$ cat src/logic/tcm_pkg.sv
`default_nettype none

package tcm_pkg;

    // ====================
    // Data path widths
    // ====================
    localparam int XLEN = 32;                          // Core data width
    localparam int MASK_W = XLEN / 8;                  // One enable per byte lane

    typedef logic [XLEN-1:0]   word_t;                 // One data word
    typedef logic [XLEN-1:0]   addr_t;                 // Byte address
    typedef logic [MASK_W-1:0] mask_t;                 // Byte lane write enables

    // ====================
    // Memory geometry
    // ====================
    localparam int ITCM_WORDS = 256;                   // 1 KiB instruction memory
    localparam int DTCM_WORDS = 256;                   // 1 KiB data memory
    localparam int ITCM_AW = $clog2(ITCM_WORDS);       // ITCM word index width
    localparam int DTCM_AW = $clog2(DTCM_WORDS);       // DTCM word index width
    localparam int WORD_LSB = 2;                       // Byte offset bits below the index

    // Region select, higher bits alias
    localparam int REGION_BIT = 10;                    // 0 ITCM, 1 DTCM

    // ====================
    // Power-up contents
    // ====================
    localparam word_t ITCM_FILL = 32'h0000_0013;       // addi x0, x0, 0
    localparam word_t DTCM_FILL = 32'h0000_0000;       // Cleared data

endpackage

`default_nettype wire

$ cat src/logic/tcm_router.sv
`timescale 1ns/100ps
`default_nettype none

module tcm_router import tcm_pkg::*; (
    input  wire               clk,
    input  wire               rst,
    // Fetch port
    input  wire               fetch_req,               // Never stalled
    input  addr_t             fetch_addr,
    output logic              instr_valid,             // One cycle after fetch_req
    output word_t             instr,
    // From the load-store unit
    input  wire               mem_req,
    input  wire               mem_we,
    input  addr_t             mem_addr,
    input  mask_t             mem_mask,
    input  word_t             mem_wdata,
    output logic              mem_stall,
    output word_t             mem_rdata,
    // ITCM RAM
    output logic [ITCM_AW-1:0] itcm_addr,
    output word_t             itcm_din,
    output logic              itcm_we,
    output mask_t             itcm_wem,
    input  word_t             itcm_dout,
    // DTCM RAM
    output logic [DTCM_AW-1:0] dtcm_addr,
    output word_t             dtcm_din,
    output logic              dtcm_we,
    output mask_t             dtcm_wem,
    input  word_t             dtcm_dout
);

    logic data_dtcm;                                   // Access targets the DTCM
    logic data_itcm;                                   // Access wants the ITCM
    logic fetch_q;                                     // Fetch issued last cycle
    logic load_dtcm_q;                                 // Last load read the DTCM

    // ====================
    // Region decode
    // ====================
    assign data_dtcm = mem_addr[REGION_BIT];           // Bits above alias
    assign data_itcm = mem_req & ~data_dtcm;
    assign mem_stall = data_itcm & fetch_req;          // Fetch wins the ITCM

    // ITCM, fetch first
    assign itcm_addr = fetch_req ? fetch_addr[WORD_LSB +: ITCM_AW]
                                 : mem_addr[WORD_LSB +: ITCM_AW];
    assign itcm_we   = data_itcm & mem_we & ~fetch_req;
    assign itcm_wem  = mem_mask;
    assign itcm_din  = mem_wdata;

    // DTCM, data port only
    assign dtcm_addr = mem_addr[WORD_LSB +: DTCM_AW];
    assign dtcm_we   = mem_req & data_dtcm & mem_we;
    assign dtcm_wem  = mem_mask;
    assign dtcm_din  = mem_wdata;

    // ====================
    // Return steering
    // ====================
    always_ff @(posedge clk) begin
        if (rst) begin
            fetch_q <= 1'b0;
        end else begin
            fetch_q <= fetch_req;
        end
    end

    // Region of a load that reached its RAM
    always_ff @(posedge clk) begin
        if (mem_req && !mem_we && !mem_stall) begin
            load_dtcm_q <= data_dtcm;
        end
    end

    assign instr_valid = fetch_q;
    assign instr       = itcm_dout;                    // Read address held from the fetch
    assign mem_rdata   = load_dtcm_q ? dtcm_dout : itcm_dout;

endmodule

`default_nettype wire

$ cat config.mk
export PLATFORM = sky130hd
export DESIGN_NAME = tcm_router
export DESIGN_NICKNAME = d
export VERILOG_FILES = /design/src/logic/tcm_pkg.sv /design/src/logic/tcm_router.sv
export SDC_FILE = /design/constraint.sdc
export NUM_CORES = 1
export LEC_CHECK = 0
export BUFFER_PORTS_ARGS = -buffer_cell sky130_fd_sc_hd__buf_2
export CORE_AREA = 2 2 127 129
export CTS_BUF_LIST = sky130_fd_sc_hd__clkbuf_16
export CTS_CLUSTER_DIAMETER = 30
export DETAILED_ROUTE_END_ITERATION = 8
export DIE_AREA = 0 0 129 131
export PLACE_DENSITY = 0.5
export SYNTH_ARGS = -nofsm -noshare
export SYNTH_HDL_FRONTEND = slang
export SYNTH_SLANG_ARGS = --single-unit
export TNS_END_PERCENT = 30
$ cat constraint.sdc
create_clock -name clk -period 1.36 [get_ports clk]
set_input_delay 0.068 -clock clk [delete_from_list [all_inputs] [get_ports clk]]
set_output_delay 0.068 -clock clk [all_outputs]
set_load 0.05 [all_outputs]
-- Yosys cells after proc, flatten, opt, wreduce, memory -nomap -nowiden
Cells that the tools add are included.
- output and inout bits: 156
- word-level logic and storage cells: 16
- register bits: 2
- bits of input ports: 169
- muxes and demuxes: 2
- reductions and logical operators: 4
- bitwise operators: 8
- operators by type and width (cell ; count):
    32-bit two-way mux ; 1
    8-bit two-way mux ; 1
    1-bit bitwise AND ; 6
    1-bit logical AND ; 2
    1-bit zero test ; 2
    1-bit inverter ; 2

-- Longest topological paths before layout
Gate-level depths: netlist of run 1.
- depth after elaboration: 5
- mapped depth: 3
- depth with buffers taken out: 2

-- Worst setup path before layout of run 1
OpenSTA, ideal clock, no wires.
- kind: input port to output port
- from: input fetch_req
- to: output itcm_we
- path buffers: 1
- stages: 2
- slack: -487 ps
- required time: 1292 ps
- data arrival time: 1779 ps
- path through: buf_2 > nor4bb_1
- word-level cells in the longest chain between the ends: 2
- RTL lines (element ; RTL line ; RTL):
    start, declared ; tcm_router.sv:8 ; input wire fetch_req,
    1-bit inverter ; tcm_router.sv:49 ; assign itcm_we = data_itcm & mem_we & ~fetch_req;
    1-bit bitwise AND ; tcm_router.sv:49 ;
    end, declared ; tcm_router.sv:23 ; output logic itcm_we,
No other way between the ends.

-- Final worst setup path of run 1
- from: register load_dtcm_q
- to: output mem_rdata[6]
- word-level cells in the longest chain between the ends: 1
- RTL lines (element ; RTL line ; RTL):
    start, declared ; tcm_router.sv:37 ; logic load_dtcm_q;
    start signal, assigned ; tcm_router.sv:73 ; load_dtcm_q <= data_dtcm;
    32-bit two-way mux ; tcm_router.sv:79 ; assign mem_rdata = load_dtcm_q ? dtcm_dout : itcm_dout;
    end, declared ; tcm_router.sv:19 ; output word_t mem_rdata,
No other way between the ends.

==> qor.yml, run 1 <==
grt_start_max_net_pins: 17
ys_seq_elements: 2
failed_checks: "setup timing"
synthAdderAreaFrac: 0
p_clk_frac: 0.251
utilization: 0.141
worstPathRequired_ps: 1290
fp.dieH_um: 131
powerDensity_mw_per_mm2: 824
synth.area.mux_share: 0.357
critPathKind: "reg2out"
avgSynthCellArea_um2: 9.55
grt_use_met2: 0.0878
tightest_slew_ps: 294
netlist_top_cells_count: "112 x buf_4, 30 x mux2_4, 10 x mux2_2"
viasPerCell: 2.76
dp_hpwl_mm: 3.52
clk_pin_slew_worst_paths_ps: 30
synth-edff-count: 1
gp_congestion: 0.650
grt_pass1_vias: 994
synth_top_family_by_area: "buffers and inverters"
num_rows: 46
ys_seq_area_frac: 0.0318
critPathMaxFanout: 8
switching_share: 0.489
hp-start: "rst"
yosysMostFrequentCell: "buf_4"
post-synth-top-area-fraction: 0.534
ios: 325
pwr-share-seq: 0.039
slew_headroom: 0.806
synth-simple-area-share: 0.0286
final.min_clock_period_ps: 1510
worstSetupStartpointType: "flip-flop"
fin_ws_ps: -149
io_buffer_count: 169
antenna_left: 0
ys.flop_type: "edfxtp_1"
grt.overflow.total: 0
synthCells: 165
first_pass_iters: 2
vias: 1221
hp-class: "in2reg"
cts_buffer_depth: 2
post_drt_wl_per_cell_um: 10.6
hold_violations: 0
outcome: "finished with violations"
syn_area_mm2: 0.00158
busiest_layer: "met2"
use_met1: 0.0349
cts_hold_buf: 0
maxCapViolations: 0
route.detailed.drc: 0
final_area_mm2: 0.00219
cts-root-buf: "clkbuf_16"
cts_tree: "done"
combPwrFrac: 0.710
grt.met3_usage: 0.0224
post-place-cells: 434
antenna_found_initial: 0
arrival_ps: 1440
drt_wl_total_mm: 4.71
grtUsageTotal: 0.0424
synth_top_area_cell: "buf_4"
grt_pass1_wl_mm: 5.29
fin_nets: 396
end_kind: "output port"
dieArea_mm2: 0.0169
stdcell_count: 442
yosys_warnings: 0
initial_utilization: 0.101
fmax_mhz: 663
area_delta_synth_final_pct: 39.3
syn_nets: 334
clkSinkCount: 2
synth_compound_area_frac: 0
die_x_um: 129
worstPathCellList: "buf_12, clkbuf_16, mux2_4, buf_6"
p_switching_uw: 885
cts_buffers: 3
p_leak_uw: 0.00117
slowest_stage: "edfxtp_1"
drtIter0Drc: 13
period_share: 1.11
slew_viol_final: 0
vdd_drop_max_v: 0.000518
async_reset_ff_frac: 0
synthTopCellsByArea: "buf_4 53%, mux2_4 29%, mux2_2 7.1%"
crit_start: "load_dtcm_q"
setup_viol: 32
drive_gt1_frac: 0.965
htree_levels: 1
yosys.cell_types.count: 13
synthXorXnorAreaFrac: 0
setup_tns_ps: -3970
rsz0062_at_grt: "true"
placed_cell_area_mm2: 0.00180
place_ws_ps: 51.3
p_int_uw: 924
core_area_mm2: 0.0156
cpPeakStageDelay_ps: 400
num_antenna_cells: 0
==> layout make-up <==
type	count	area (µm²)
clock buffers	3	75.1
multi-input cells	46	614
flip-flops and latches	2	50.0
well taps	216	270
repair buffers	174	1180
clock inverters	1	3.75
fillers	1757	13400
==> path summary, 6_finish.rpt <==
path | to | slack [ps] | cells past startpoint
min | instr_valid | 6 | 2
max | mem_rdata[6] | -150 | 4
==> cells by family (layout without fill, tap and decap cells) <==
logic type,after synthesis,count (layout)
simple gates,6,6
flops,2,2
mux,40,40
buf+inv,117,178
==> critical path: cells and delay by family, from the launching register on <==
kind | cells | cell delay [ps]
buffers and inverters | 3 | 500
multiplexers | 1 | 300
flip-flops | 1 | 400
==> routing by layer <==
metal  wire length (µm)  vias to the layer above
met5                  0                        -
met4                 21                        0
li1                   -                      549
met2               2430                      123
met1               1590                      547
met3                659                        2
==> timing repair <==
item / in CTS / in global routing
hold endpoints to repair: 0 / 0
gates resized for setup: 69 / 0
endpoints found under the setup margin: 32 / 32
cloned: 2 / 1
pin swaps: 0 / 0
setup buffers: 1 / 0
==> cell usage in the layout, fill, tap and decap left out <==
master	n
inv_1	1
mux2_4	30
buf_16	3
buf_2	137
edfxtp_1	1
nor4bb_2	1
clkbuf_16	4
nor3b_1	1
buf_8	2
and3_1	1
buf_12	1
dfxtp_1	1
buf_6	30
mux2_2	10
and3b_1	1
nor2b_1	2
==> flip-flops by register name, indices dropped and copies added, names as in the netlist <==
signal and cells:
load_dtcm_q 1, instr_valid 1
==> power groups by stage <==
| stage | Clock, µW | Sequential, µW | Combinational [µW] |
|---|---|---|---|
| 3_5_place_dp | 0 | 70.7 | 1120 |
| 3_3_place_gp | 0 | 70.1 | 1120 |
| 5_1_grt | 473 | 69.8 | 1340 |
| 4_1_cts | 460 | 69.7 | 1280 |
| 6_report | 454 | 69.7 | 1280 |
| 2_1_floorplan | 0 | 75.0 | 1490 |
==> through the flow <==
step	power [µW]	hold WS, ps
3_3_place_gp	1190	136
5_1_grt	1880	22.1
3_5_place_dp	1190	136
6_report	1810	5.99
2_1_floorplan	1560	140
4_1_cts	1810	5.60
(Power assumes the default switching activity.)
==> run 2, diff against run 1 <==
--- a/config.mk
+++ b/config.mk
@@ -12,6 +12,7 @@
 export DETAILED_ROUTE_END_ITERATION = 8
 export DIE_AREA = 0 0 129 131
 export PLACE_DENSITY = 0.5
+export SETUP_SLACK_MARGIN = 0.1
 export SYNTH_ARGS = -nofsm -noshare
 export SYNTH_HDL_FRONTEND = slang
 export SYNTH_SLANG_ARGS = --single-unit
==> run 2 against run 1 <==
Against the previous run: the run still ends with setup timing left; critical path depth unchanged; final cell count stayed put; flip-flop and latch count unchanged; total power fell by 1.5%; largest power group unchanged; combinational power hardly changed.
==> qor.yml, run 2 (synthesis results as in run 1) <==
grt_start_max_net_pins: 17  # unchanged
initial_utilization: 0.101  # unchanged
drtIter0Drc: 9  # -4
num_rows: 46  # unchanged
cts_hold_buf: 0  # unchanged
drive_gt1_frac: 0.965  # unchanged
critPathMaxFanout: 16  # +8
antenna_found_initial: 0  # unchanged
slew_headroom: 0.804  # -0.00149
setup_viol: 32  # unchanged
worstSetupStartpointType: "flip-flop"
period_share: 1.10  # -0.0129
cts_buffer_depth: 2  # unchanged
slowest_stage: "edfxtp_1"
final_cell_mix: "137 x buf_2, 31 x buf_6, 30 x mux2_4"
maxCapViolations: 0  # unchanged
num_antenna_cells: 0  # unchanged
critPathTopFamily: "buffers and inverters"
setup_tns_ps: -3520  # +454 ps
die_x_um: 129  # unchanged
end_kind: "output port"
cts_tree: "done"
failed_checks: "setup timing"
final_common_cell: "buf_2"
core_area_mm2: 0.0156  # unchanged
tightest_slew_ps: 294  # +0.209 ps
critPathKind: "reg2out"
slew_viol_final: 0  # unchanged
hp-class: "in2reg"
grt_pass1_vias: 1049  # +5.5%
hold_violations: 0  # unchanged
cts_buffers: 3  # unchanged
crit_buf_inv: 3  # unchanged
post_drt_wl_per_cell_um: 9.53  # -10%
grt.overflow.total: 0  # unchanged
total_power_uw: 1780  # -1.5%
final.min_clock_period_ps: 1490  # -17.6 ps
grt_pass1_wl_mm: 5.02  # -5.1%
antenna_left: 0  # unchanged
dp_hpwl_mm: 3.18  # -9.6%
arrival_ps: 1420  # -20 ps
outcome: "finished with violations"
viasPerCell: 2.78  # +0.57%
cpPeakStageDelay_ps: 410  # about the same
ios: 325  # unchanged
htree_levels: 1  # unchanged
powerDensity_mw_per_mm2: 819  # -0.59%
fp.dieH_um: 131  # unchanged
io_buffer_count: 169  # unchanged
p_leak_uw: 0.00116  # -0.28%
rsz0062_at_grt: "true"
gp_congestion: 0.656  # +0.98%
grtUsageTotal: 0.0384  # -0.00403
first_pass_iters: 2  # unchanged
clkSinkCount: 2  # unchanged
cts-root-buf: "clkbuf_16"
fin_ws_ps: -131  # +17.6 ps
clk_pin_slew_worst_paths_ps: 30  # about the same
vdd_drop_max_v: 0.000327  # -37%
worstPathCellList: "buf_6, buf_12, mux2_4, buf_8"
area_delta_synth_final_pct: 38.0
dieArea_mm2: 0.0169  # unchanged
fin_nets: 396  # unchanged
drt_wl_total_mm: 4.21  # -10%
fmax_mhz: 671  # +1.2%
route.detailed.drc: 0  # unchanged
worstPathRequired_ps: 1290  # about the same
vias: 1228  # +0.57%
-- run 2: cell counts in the layout (fill, tap and decap cells not counted) --
No cell type changed its count.
-- run 2: area by class of cell --
cell class              instances  area (µm²)
fillers                      1755       13400
multi-input cells              46         623
flip-flops and latches          2        50.0
clock buffers                   3        75.1
repair buffers                174        1150
clock inverters                 1        3.75
well taps                     216         270
-- run 2: path summary, 6_finish.rpt --
path                         from            end  depth (start not counted)
worst max-delay path  load_dtcm_q  mem_rdata[30]                          4
worst min-delay path          rst    instr_valid                          2
-- run 2: per-stage QoR --
step	std cells	instance area, µm²	util	setup WS, ps	hold slack [ps]
after floorplan	165	1590	-	269	140
after global placement	434	1810	0.116	98.5	136
after detailed placement	434	1810	0.116	94.1	136
after CTS	441	2130	0.137	-102	2.92
after global routing	442	2170	0.139	-174	14.8
final	442	2170	0.139	-131	4.49
-- run 2: repair_timing --
item | in CTS | in global routing
buffers inserted | 2 | 0
setup endpoints to repair | 32 | 32
resized for setup | 65 | 5
cloned | 1 | 1
-- run 2: routing by layer --
layer / track usage / part of all wire / vias up / wire [µm]
li1: - / - / 546 / -
met3: 0.0110 / 0.14 / 18 / 606
met1: 0.0288 / 0.31 / 529 / 1290
met4: 0.0166 / 0.012 / 0 / 50
met2: 0.0862 / 0.54 / 135 / 2270
met5: 0 / 0 / - / 0
-- run 2: report_power, final --
part	leakage [µW]	switching, µW	internal (µW)
logic	0.00110	796	469
clock network	0.0000423	69.1	378
registers	0.0000176	1.84	67.7
total	0.00116	867	915
