File: config.mk
export PLATFORM = sky130hd
export DESIGN_NAME = lsu_unit
export DESIGN_NICKNAME = d
export VERILOG_FILES = /design/src/logic/tcm_pkg.sv /design/src/logic/lsu_pkg.sv /design/src/logic/lsu_unit.sv
export SDC_FILE = /design/constraint.sdc
export NUM_CORES = 1
export LEC_CHECK = 0
export ABC_CLOCK_PERIOD_IN_PS = 2700
export BUFFER_PORTS_ARGS = -buffer_cell sky130_fd_sc_hd__buf_4
export CAP_MARGIN = 20
export CELL_PAD_IN_SITES_DETAIL_PLACEMENT = 1
export CELL_PAD_IN_SITES_GLOBAL_PLACEMENT = 1
export CORE_UTILIZATION = 22
export DETAILED_ROUTE_END_ITERATION = 10
export MAX_ROUTING_LAYER = met4
export PLACE_DENSITY = 0.93
export SYNTH_ARGS = -nofsm -noshare
export SYNTH_HDL_FRONTEND = slang
export SYNTH_SLANG_ARGS = --single-unit
File: constraint.sdc
create_clock -name clk -period 2.7 [get_ports clk]
set_input_delay 0.405 -clock clk [delete_from_list [all_inputs] [get_ports clk]]
set_output_delay 0.405 -clock clk [all_outputs]
set_load 0.01 [all_outputs]
File: src/logic/tcm_pkg.sv
`default_nettype none

package tcm_pkg;

    // ====================
    // Data path widths
    // ====================
    localparam int XLEN = 32;                          // Core data width
    localparam int MASK_W = XLEN / 8;                  // One enable per byte lane

    typedef logic [XLEN-1:0]   word_t;                 // One data word
    typedef logic [XLEN-1:0]   addr_t;                 // Byte address
    typedef logic [MASK_W-1:0] mask_t;                 // Byte lane write enables

    // ====================
    // Memory geometry
    // ====================
    localparam int ITCM_WORDS = 256;                   // 1 KiB instruction memory
    localparam int DTCM_WORDS = 256;                   // 1 KiB data memory
    localparam int ITCM_AW = $clog2(ITCM_WORDS);       // ITCM word index width
    localparam int DTCM_AW = $clog2(DTCM_WORDS);       // DTCM word index width
    localparam int WORD_LSB = 2;                       // Byte offset bits below the index

    // Region select, higher bits alias
    localparam int REGION_BIT = 10;                    // 0 ITCM, 1 DTCM

    // ====================
    // Power-up contents
    // ====================
    localparam word_t ITCM_FILL = 32'h0000_0013;       // addi x0, x0, 0
    localparam word_t DTCM_FILL = 32'h0000_0000;       // Cleared data

endpackage

`default_nettype wire

File: src/logic/lsu_pkg.sv
`default_nettype none

package lsu_pkg;

    // ====================
    // Access size
    // ====================
    // Low two bits of the load/store funct3
    typedef enum logic [1:0] {
        SIZE_BYTE = 2'b00,                             // lb, lbu, sb
        SIZE_HALF = 2'b01,                             // lh, lhu, sh
        SIZE_WORD = 2'b10                              // lw, sw
    } access_size_e;

    // ====================
    // Response slot
    // ====================
    // What the unit reports in the cycle after it takes a request
    typedef enum logic [1:0] {
        SLOT_IDLE  = 2'b00,                            // Nothing, or a store
        SLOT_LOAD  = 2'b01,                            // Load data returns
        SLOT_FAULT = 2'b10                             // Misaligned access
    } slot_state_e;

endpackage

`default_nettype wire

File: src/logic/lsu_unit.sv
`timescale 1ns/100ps
`default_nettype none

module lsu_unit import tcm_pkg::*, lsu_pkg::*; (
    input  wire          clk,
    input  wire          rst,
    // Core data port
    input  wire          data_req,                     // Request strobe
    input  wire          data_we,                      // Store when high
    input  addr_t        data_addr,                    // Byte address
    input  access_size_e data_size,                    // Byte, half or word
    input  wire          data_unsigned,                // Zero-extend loads
    input  word_t        data_wdata,                   // Store data, low aligned
    output logic         data_stall,                   // Hold request
    output logic         load_valid,                   // Load result pulse
    output word_t        load_data,                    // Extended load result
    output logic         misaligned,                   // Fault pulse
    // Router side
    output logic         mem_req,                      // Aligned access
    output logic         mem_we,                       // Aligned store
    output addr_t        mem_addr,                     // Byte address
    output mask_t        mem_mask,                     // Byte lanes
    output word_t        mem_wdata,                    // Lane-replicated data
    input  wire          mem_stall,                    // ITCM busy with fetch
    input  word_t        mem_rdata                     // Raw word of the load
);

    logic        aligned;                              // Address fits the size
    logic        taken;                                // Request accepted this edge
    slot_state_e slot_d;                               // Next slot report
    slot_state_e slot_q;                               // Current slot report
    logic [1:0]  off_q;                                // Byte offset of the load
    access_size_e size_q;                              // Size of the load
    logic        unsigned_q;                           // Zero-extend flag
    word_t       shifted;                              // Loaded bytes moved to lane 0
    logic        ext_bit;                              // Fill bit for the upper bits

    // ====================
    // Request side
    // ====================
    always_comb begin
        unique case (data_size)
            SIZE_BYTE: aligned = 1'b1;                 // Any offset
            SIZE_HALF: aligned = ~data_addr[0];        // Even bytes
            default:   aligned = (data_addr[1:0] == 2'b00);
        endcase
    end

    assign mem_req  = data_req & aligned;              // Misaligned never leaves
    assign mem_we   = mem_req & data_we;
    assign mem_addr = data_addr;

    // Mask and replicated store data
    always_comb begin
        unique case (data_size)
            SIZE_BYTE: begin
                mem_mask  = mask_t'(4'b0001) << data_addr[1:0];
                mem_wdata = {4{data_wdata[7:0]}};
            end
            SIZE_HALF: begin
                mem_mask  = mask_t'(4'b0011) << data_addr[1:0];
                mem_wdata = {2{data_wdata[15:0]}};
            end
            default: begin
                mem_mask  = '1;                        // Full word
                mem_wdata = data_wdata;
            end
        endcase
    end

    assign data_stall = mem_stall;                     // Only raised for aligned ITCM use
    assign taken      = data_req & ~mem_stall;

    // ====================
    // Response slot
    // ====================
    always_comb begin
        slot_d = SLOT_IDLE;
        if (taken) begin
            if (!aligned) begin
                slot_d = SLOT_FAULT;                   // Store or load alike
            end else if (!data_we) begin
                slot_d = SLOT_LOAD;
            end
        end
    end

    always_ff @(posedge clk) begin
        if (rst) begin
            slot_q <= SLOT_IDLE;
        end else begin
            slot_q <= slot_d;
        end
    end

    // Load details, captured with the slot
    always_ff @(posedge clk) begin
        if (taken) begin
            off_q      <= data_addr[1:0];
            size_q     <= data_size;
            unsigned_q <= data_unsigned;
        end
    end

    assign load_valid = (slot_q == SLOT_LOAD);
    assign misaligned = (slot_q == SLOT_FAULT);

    // ====================
    // Load extraction
    // ====================
    assign shifted = mem_rdata >> {off_q, 3'b000};     // Offset in bits

    always_comb begin
        unique case (size_q)
            SIZE_BYTE: begin
                ext_bit   = ~unsigned_q & shifted[7];
                load_data = {{(XLEN-8){ext_bit}}, shifted[7:0]};
            end
            SIZE_HALF: begin
                ext_bit   = ~unsigned_q & shifted[15];
                load_data = {{(XLEN-16){ext_bit}}, shifted[15:0]};
            end
            default: begin
                ext_bit   = 1'b0;                      // Nothing to extend
                load_data = shifted;
            end
        endcase
    end

endmodule

`default_nettype wire

# Word level (Yosys, flattened, before mapping)
# Index checks and enable logic that the tools add are counted.
# op_classes
bitwise	10
n_mux	6
n_reduce_logical	5
n_eq_ne	4
shifts	3
# op_table
cell	n
32-bit one-hot mux with 2 select lines	2
32-bit by 5-bit >> shifter with 32-bit output	1
4-bit one-hot mux with 2 select lines	1
2-bit by 1-bit equality test with 1-bit output, second input constant	3
2-bit logical NOT	3
1-bit bitwise AND	5
1-bit inverter	5
1-bit by 2-bit left shift with 4-bit output, first input constant	1
2-bit by 2-bit left shift with 4-bit output, first input constant	1
3-bit OR reduction	1
2-bit equality test, second input constant	1
2-bit two-way mux	1
1-bit one-hot mux with 2 select lines	1
2-bit OR reduction	1
1-bit two-way mux	1
# word_totals
output_inout_bits	105
ff_bits	7
wordCells	33
input_bits	104

# Logic depth before layout (Yosys ltp)
# Gate-level depths: netlist (run 1).
# logic_depth
word_depth	4
depth_mapped	5
depth_no_buf	3

# Least setup slack after synthesis (run 1)
# No wires, ideal clock.
# synth_timing
path_kind	reg-to-output
from	register off_q[1]
to	output port load_data[10]
arrival_time_ns	1.325
path_slack_ns	0.970
path_buffers	1
path_stages_with_launch	5
path_cell_list	edfxtp_1 > buf_6 > mux2_4 > a221oi_4 > a21oi_1
# synth_between
elab_chain_cells	3
# synth_lines
item	line	text
start, declared	lsu_unit.sv:32	logic [1:0] off_q;
start signal, assigned	lsu_unit.sv:99	off_q <= data_addr[1:0];
32-bit by 5-bit >> shifter with 32-bit output (*)	lsu_unit.sv:111	assign shifted = mem_rdata >> {off_q, 3'b000};
1-bit bitwise AND	lsu_unit.sv:116	ext_bit = ~unsigned_q & shifted[7];
32-bit one-hot mux with 2 select lines (*)	lsu_unit.sv:114	unique case (size_q)
end, declared	lsu_unit.sv:16	output word_t load_data,
# Every way passes the cells marked *; elsewhere a longest branch is shown, timed or not.

# Final worst setup path (run 1)
# Same ends and word-level chain as after synthesis.

==> results of run 1 <==
-- routing by layer --
layer | track usage [%] | vias to the layer above | routed length, microns
li1 | - | 935 | -
met1 | 16.4 | 936 | 2510
met2 | 30.0 | 117 | 3560
met3 | 3.70 | 15 | 495
met4 | 4.84 | 0 | 95
met5 | - | - | 0
-- synth_stat cells (all sizes together) --
library cell / instances
a21oi: 24
o21bai: 2
buf: 51
or2: 10
dfxtp: 2
o2bb2ai: 8
mux2i: 24
and2: 2
mux2: 19
edfxtp: 5
nor2b: 12
o21ai: 10
nand2: 10
o22ai: 8
a211oi: 7
xnor2: 1
and2b: 1
nand2b: 3
clkbuf: 4
and3: 1
o221ai: 1
a221oi: 1
nor3b: 1
nor2: 8
-- registers in the layout (all words and copies together), names as in the netlist --
signal	flops
size_q	2
unsigned_q	1
off_q	2
slot_q	2
-- layout by cell type (no fill, tap or decap), types with 5 or more instances in the layout --
master,synthesis,final
buf_4,43,151
mux2i_1,24,24
a21oi_1,24,24
mux2_2,17,17
nor2b_1,12,12
nand2_1,10,10
o21ai_0,10,10
or2_2,10,10
o2bb2ai_1,8,8
o22ai_1,8,8
a211oi_1,7,7
nor2_1,5,5
edfxtp_1,5,5
-- worst max-delay path by stage --
stage	cells after the start	endpoint
after detailed placement	4	load_data[14]
after global routing	4	load_data[8]
after CTS	4	load_data[14]
final	4	load_data[10]
after floorplan	4	load_data[10]
after global placement	4	load_data[16]
-- final cells by class --
type | count | area, sq um | share of cell area, %
flip-flops and latches | 7 | 190 | 7.19
multi-input cells | 153 | 1150 | 43.5
clock buffers | 4 | 45.0 | 1.70
repair buffers | 151 | 1130 | 42.9
well taps | 99 | 124 | 4.69
-- cells by family after synthesis --
group	count (synthesis)	share of synthesized area, %
DFF	7	11.0
buffers and inverters	55	22.5
muxes	43	26.7
xor gates and xnor gates	1	0.506
and+or+nand+nor	48	15.6
AOI/OAI and AO/OA	61	23.7
-- power groups by stage --
stage | Combinational (mW) | Clock, mW | Sequential, mW
after floorplan | 0.305 | 0 | 0.127
final | 0.521 | 0.147 | 0.132
after global routing | 0.560 | 0.154 | 0.134
after CTS | 0.526 | 0.148 | 0.132
after global placement | 0.511 | 0 | 0.133
after detailed placement | 0.524 | 0 | 0.134
==> impl_metrics.tcl, run 1 <==
set metrics [dict create \
    critPathKind "reg2out" \
    port_buffers 148 \
    clk_pin_slew_ps 40 \
    fin_nets 420 \
    first_pass_iters 4 \
    layout_setup_ws_ps 298 \
    h-tree-depth 1 \
    total_power_mw 0.800 \
    post_cts_resized 0 \
    first_global_vias 2139 \
    path_max_fanout 9 \
    die_w_microns 90.7 \
    row_count 31 \
    rsz0062_at_grt "false" \
    drv_slew 0 \
    cp_top_family "compound AO/OA/AOI/OAI gates" \
    power-per-cell-area_nw_per_um2 302 \
    drc_errors 0 \
    synth.largest_area_cell "buf_4" \
    final_util_pct 35.7 \
    cts_buffers 3 \
    crit_chain "mux2_4 -> a221oi_4 -> a21oi_1 -> buf_4" \
    gp_routability_congestion 0.798 \
    cp-start-kind "flip-flop" \
    cts_buffer_depth 2 \
    tightest_slew_ps 533 \
    leakagePower_nw 1.26 \
    slew_headroom_pct 64.5 \
    syn2layout_area_growth_pct 52.8 \
    min_path_cells 1 \
    cts_root_buf "clkbuf_8" \
    ant_nets 0 \
    post_cts_buffers 0 \
    cts_tree "yes" \
    holdPathEnd "unsigned_q$_DFFE_PN_" \
    ys_ff_latch 7 \
    status "complete, no violations" \
    holdWs_ps 354 \
    cp_slowest_cell "edfxtp_1" \
    grt_usage_pct 16.0 \
    route.final.wire_length_microns 6660 \
    ys_warn_count 0 \
    fillers 899 \
    switching_share_pct 37.2 \
    period_share_pct 89.0 \
    antenna_found_initial 0 \
    fin_area_sq_um 2640 \
    drtIter0Drc 74 \
    grt_overflow 0 \
    dpl_worst_slack_ps 548 \
    via_per_inst 4.84 \
    syn_area_sq_um 1730 \
    synth_area_leaders "buf_4 (19%), mux2i_1 (14%), mux2_2 (11%)" \
    initial_utilization_pct 23.4 \
    synth_area_per_cell_sq_um 8.05 \
    peakVddDrop_uv 98.7 \
    post_drt_wl_per_cell_microns 16.1 \
    p_switching_mw 0.297 \
    crit_path_start "off_q[1]$_DFFE_PN_" \
    max-cap-violations 0 \
    hold_start "data_unsigned" \
    pwr-share-clk_pct 18.4 \
    seqPwrFrac_pct 16.5 \
    num_vias 2003 \
    clock_sink_count 7 \
    power_frac_comb_pct 65.1 \
    hold_buffers 0 \
    seq_area_frac_synth_pct 11.0 \
    syn-num-nets 319 \
    die_area_sq_um 8220 \
    core_area_sq_um 7410 \
    ys_types 30 \
    drive_above_1_share_pct 59.7 \
    grt_pass1_wl_microns 10500 \
    io_pins 209 \
    period_needed_ps 2400 \
    dp.cells 410 \
    intPower_mw 0.503 \
    critPathBufInv 1 \
    end_kind "output port" \
    instances_no_fill 414 \
    cpPeakStageDelay_ps 540 \
    hp-class "in2reg" \
    fmax_ghz 0.416 \
    placed_area_sq_um 2600 \
    cp.arrival_ps 2000 \
    die_h_microns 90.7 \
    n_antenna_cell 0 \
    setup_violations 0 \
    grt_max_degree 29 \
    tns_ps 0 \
    critPathRequiredTime_ps 2300 \
    dpl.hpwl_microns 5530 \
    synth_top_cell_area_share_pct 18.7 \
    hold_violations 0 \
    synth_cells 215 \
]
Power figures use the tool's default switching activity.
==> inputs of run 2 (changes only) <==
--- a/config.mk
+++ b/config.mk
@@ -5,12 +5,14 @@
 export SDC_FILE = /design/constraint.sdc
 export NUM_CORES = 1
 export LEC_CHECK = 0
+export ABC_AREA = 1
 export ABC_CLOCK_PERIOD_IN_PS = 2700
 export BUFFER_PORTS_ARGS = -buffer_cell sky130_fd_sc_hd__buf_4
 export CAP_MARGIN = 20
 export CELL_PAD_IN_SITES_DETAIL_PLACEMENT = 1
 export CELL_PAD_IN_SITES_GLOBAL_PLACEMENT = 1
-export CORE_UTILIZATION = 22
+export CORE_UTILIZATION = 21
+export CTS_CLUSTER_SIZE = 16
 export DETAILED_ROUTE_END_ITERATION = 10
 export MAX_ROUTING_LAYER = met4
 export PLACE_DENSITY = 0.93
==> impl_metrics.tcl, run 2 <==
set metrics [dict create \
    cts_tree "yes" \
    placed_area_sq_um 2670 \
    grt_usage_pct 16.6 \
    path_max_fanout 34 \
    total_power_mw 0.795 \
    grt_pass1_wl_microns 11600 \
    die_area_sq_um 9140 \
    end_kind "output port" \
    cts_root_buf "clkbuf_8" \
    dpl.hpwl_microns 6420 \
    die_w_microns 95.6 \
    core_area_sq_um 8340 \
    final_util_pct 32.6 \
    cp_slowest_cell "edfxtp_1" \
    critPathBufInv 2 \
    clk_pin_slew_ps 40 \
    ys_warn_count 0 \
    synth_area_leaders "nand2_1 (27%), buf_4 (18%), edfxtp_1 (8.2%)" \
    slew_headroom_pct 62.3 \
    hold_buffers 0 \
    synth_edf_count 5 \
    seq_area_frac_synth_pct 10.3 \
    ys_ff_latch 7 \
    synth_most_common_cell "nand2_1" \
    status "complete, no violations" \
    synth.largest_area_cell "nand2_1" \
    max-cap-violations 0 \
    synth_area_per_cell_sq_um 5.64 \
    ant_nets 0 \
    crit_chain "inv_4 -> nand2_1 -> nand3_2 -> nand3_4 -> nand3_1 -> buf_4" \
    post_cts_resized 0 \
    cp_top_family "simple AND/OR/NAND/NOR gates" \
    route.final.wire_length_microns 7610 \
    io_pins 209 \
    leakagePower_nw 1.59 \
    hold_violations 0 \
    hp-class "in2reg" \
    clock_sink_count 7 \
    gp_routability_congestion 0.816 \
    synthTopCellsByCount "nand2_1 (131), buf_4 (45), nand3_1 (30)" \
    rsz0062_at_grt "false" \
    power-per-cell-area_nw_per_um2 293 \
    n_antenna_cell 0 \
    via_per_inst 4.69 \
    critPathRequiredTime_ps 2300 \
    grt_overflow 0 \
    holdWs_ps 349 \
    synth_ff_type "edfxtp_1" \
    port_buffers 148 \
    fin_area_sq_um 2720 \
    syn_area_sq_um 1840 \
    synth_top_cell_area_share_pct 26.7 \
    h-tree-depth 1 \
    die_h_microns 95.6 \
    cts_buffers 3 \
    initial_utilization_pct 22.1 \
    post_cts_buffers 0 \
    drv_slew 0 \
    tns_ps 0 \
    tightest_slew_ps 564 \
    drive_above_1_share_pct 42.9 \
    syn-num-nets 430 \
    peakVddDrop_uv 128 \
    post_drt_wl_per_cell_microns 14.4 \
    cts_buffer_depth 2 \
    num_vias 2471 \
    antenna_found_initial 0 \
    fin_nets 527 \
    largestRegisters "off_q (2), size_q (2), slot_q (2)" \
    syn2layout_area_growth_pct 47.6 \
    fmax_ghz 0.396 \
    cpPeakStageDelay_ps 620 \
    fillers 1137 \
    period_share_pct 93.5 \
    critPathKind "reg2out" \
    drtIter0Drc 40 \
    grt_max_degree 35 \
    synth_cells 326 \
    most-common-layout-cells "buf_4 (151), nand2_1 (131), nand3_1 (30), inv_1 (19), nor2_1 (16)" \
    setup_violations 0 \
    drc_errors 0 \
    layout_commonest_cell "buf_4" \
    ys_types 26 \
    first_pass_iters 4 \
    first_global_vias 2540 \
    postSynth.asyncResetShare_pct 0 \
    row_count 33 \
    period_needed_ps 2520 \
    cp-start-kind "flip-flop" \
    cp.arrival_ps 2120 \
]
## run 2: kinds of logic after synthesis
family,after synthesis,synth area share (%)
buffers and inverters,81,28.2
DFF,7,10.3
AOI/OAI and AO/OA,35,10.5
and+or+nand+nor,203,50.9
## run 2: power by group
group / internal (mW) / leakage (nW) / switching [mW] / total (mW)
Sequential: 0.123 / 0.0632 / 0.00933 / 0.132
Combinational: 0.252 / 1.51 / 0.265 / 0.518
Clock: 0.102 / 0.0228 / 0.0435 / 0.146
Total: 0.477 / 1.59 / 0.318 / 0.795
## run 2: final timing paths
| check | to | from | depth (start not counted) | slack [ps] |
|---|---|---|---|---|
| max | load_data[18] | off_q[0]$_DFFE_PN_ | 6 | 180 |
| min | slot_q[0]$_SDFF_PP0_ | data_we | 2 | 350 |
## run 2: final cells by class
| type | instances | area [sq um] | area share, % |
|---|---|---|---|
| sequential | 7 | 190 | 7.00 |
| timing repair buffer | 151 | 1130 | 41.8 |
| multi-input combinational | 238 | 1130 | 41.6 |
| inverter | 22 | 85.1 | 3.13 |
| clock buffer | 4 | 45.0 | 1.66 |
| tap | 105 | 131 | 4.84 |
## run 2: routing by layer
layer / vias to the layer above / routed length, microns / global-route usage, % / share of wire, %
li1: 1189 / - / - / -
met1: 1125 / 2790 / 16.8 / 37
met2: 147 / 4040 / 32.6 / 53
met3: 10 / 718 / 3.59 / 9.4
met4: 0 / 62 / 3.11 / 0.82
met5: - / 0 / - / 0
## run 2: per-stage QoR
step                      cells  worst slack [ps]
after floorplan             326              1150
after global placement      523               529
after detailed placement    523               397
after CTS                   527               151
after global routing        527              8.15
final                       527               176
==> inputs of run 3 (changes only) <==
--- a/config.mk
+++ b/config.mk
@@ -16,6 +16,7 @@
 export DETAILED_ROUTE_END_ITERATION = 10
 export MAX_ROUTING_LAYER = met4
 export PLACE_DENSITY = 0.93
+export RECOVER_POWER = 50
 export SYNTH_ARGS = -nofsm -noshare
 export SYNTH_HDL_FRONTEND = slang
 export SYNTH_SLANG_ARGS = --single-unit
==> impl_metrics.tcl, run 3 (synthesized netlist as in run 2, its figures left out) <==
set metrics [dict create \
    cts_root_buf "clkbuf_8" \
    io_pins 209 \
    leakagePower_nw 1.52 \
    power-per-cell-area_nw_per_um2 296 \
    path_max_fanout 34 \
    intPower_mw 0.464 \
    max-cap-violations 0 \
    setup_violations 0 \
    gp_routability_congestion 0.816 \
    fillers 1155 \
    first_global_vias 2540 \
    cts_buffer_depth 2 \
    ant_nets 0 \
    clock_sink_count 7 \
    slew_headroom_pct 51.0 \
    tightest_slew_ps 732 \
    cts_buffers 3 \
    die_h_microns 95.6 \
    critPathRequiredTime_ps 2300 \
    post_drt_wl_per_cell_microns 14.4 \
    hold_violations 0 \
    drive_above_1_share_pct 37.7 \
    hp-class "in2reg" \
    num_vias 2450 \
    p_switching_mw 0.317 \
    pwr-share-clk_pct 18.6 \
    largestRegisters "off_q (2), size_q (2), slot_q (2)" \
    first_pass_iters 4 \
    placed_area_sq_um 2670 \
    drv_slew 0 \
    core_area_sq_um 8340 \
    post_cts_buffers 0 \
    syn2layout_area_growth_pct 43.2 \
    dpl.hpwl_microns 6420 \
    layout_commonest_cell "nand2_1" \
    most-common-layout-cells "nand2_1 (131), buf_4 (130), nand3_1 (30), clkbuf_1 (21), inv_1 (19)" \
    crit_path_end "load_data[18]" \
    rsz0062_at_grt "false" \
    h-tree-depth 1 \
    fin_nets 527 \
    switching_share_pct 40.6 \
    n_antenna_cell 0 \
    via_per_inst 4.65 \
    hold_buffers 0 \
    grt_usage_pct 16.6 \
    antenna_found_initial 0 \
    drc_errors 0 \
    status "complete, no violations" \
    cp.arrival_ps 2120 \
    fmax_ghz 0.395 \
    post_cts_resized 0 \
    instances_no_fill 527 \
    die_area_sq_um 9140 \
    port_buffers 148 \
    period_needed_ps 2530 \
    dp.cells 523 \
    cp-start-kind "flip-flop" \
    grt_overflow 0 \
    die_w_microns 95.6 \
    drtIter0Drc 40 \
    fin_area_sq_um 2630 \
    critPathKind "reg2out" \
    cts_tree "yes" \
    seqPwrFrac_pct 16.9 \
    hold_start "data_we" \
    crit_path_start "off_q[0]$_DFFE_PN_" \
    clk_pin_slew_ps 40 \
    initial_utilization_pct 22.1 \
    grt_max_degree 35 \
    end_kind "output port" \
    grt_pass1_wl_microns 11600 \
    power_frac_comb_pct 64.5 \
    row_count 33 \
    period_share_pct 93.7 \
    peakVddDrop_uv 126 \
    tns_ps 0 \
    route.final.wire_length_microns 7590 \
]
==> run 3: changes by cell type in the layout (fill, tap and decap cells not counted) <==
| cell | change |
|---|---|
| clkbuf_4 | +1 |
| a21oi_1 | +1 |
| buf_4 | -21 |
| clkbuf_1 | +20 |
| a21oi_2 | -1 |
| nor2_2 | -1 |
| nor2_1 | +1 |
==> run 3: critical path: stages, from the launching register on <==
cell	delay, ps
edfxtp_1	620
inv_4	370
nand2_1	140
nand3_2	110
nand3_4	280
nand3_1	220
buf_4	140
==> run 3: per-stage QoR <==
step                      hold WS (ps)  utilization (%)  setup slack [ps]  power [mW]
after floorplan                    484                -              1150       0.429
after global placement             582             32.0               529       0.640
after detailed placement           581             32.0               397       0.656
after CTS                          345             32.6               151       0.806
after global routing               348             31.6              8.15       0.842
final                              349             31.6               171       0.780
==> run 3: how the worst min path moves through the flow <==
stage	end	slack, ps	cells after the start
finish	slot_q[0]$_SDFF_PP0_	350	2
CTS	slot_q[0]$_SDFF_PP0_	340	2
global placement	slot_q[0]$_SDFF_PP0_	580	2
floorplan	slot_q[0]$_SDFF_PP0_	480	1
global route	slot_q[0]$_SDFF_PP0_	350	2
detailed placement	slot_q[0]$_SDFF_PP0_	580	2
==> run 3: cell type report <==
cell class / instances / area (sq um) / share of cell area [%]
multi-input cells: 238 / 1120 / 42.7
repair buffers: 151 / 1060 / 40.2
flip-flops and latches: 7 / 190 / 7.22
well taps: 105 / 131 / 4.99
inverters: 22 / 85.1 / 3.23
clock buffers: 4 / 45.0 / 1.71
==> run 3: per-layer routing <==
layer / part of all wire (%) / wire length, microns / GRT usage, %
met1: 37 / 2830 / 16.8
met2: 53 / 4010 / 32.6
met3: 9.1 / 692 / 3.59
met4: 0.76 / 58 / 3.11
met5: 0 / 0 / -
==> run 3: power by group through the flow <==
stage / Combinational [mW] / Sequential [mW] / Clock, mW
floorplan: 0.302 / 0.127 / 0
global placement: 0.507 / 0.133 / 0
detailed placement: 0.522 / 0.134 / 0
CTS: 0.524 / 0.132 / 0.150
global route: 0.553 / 0.133 / 0.156
finish: 0.503 / 0.132 / 0.145
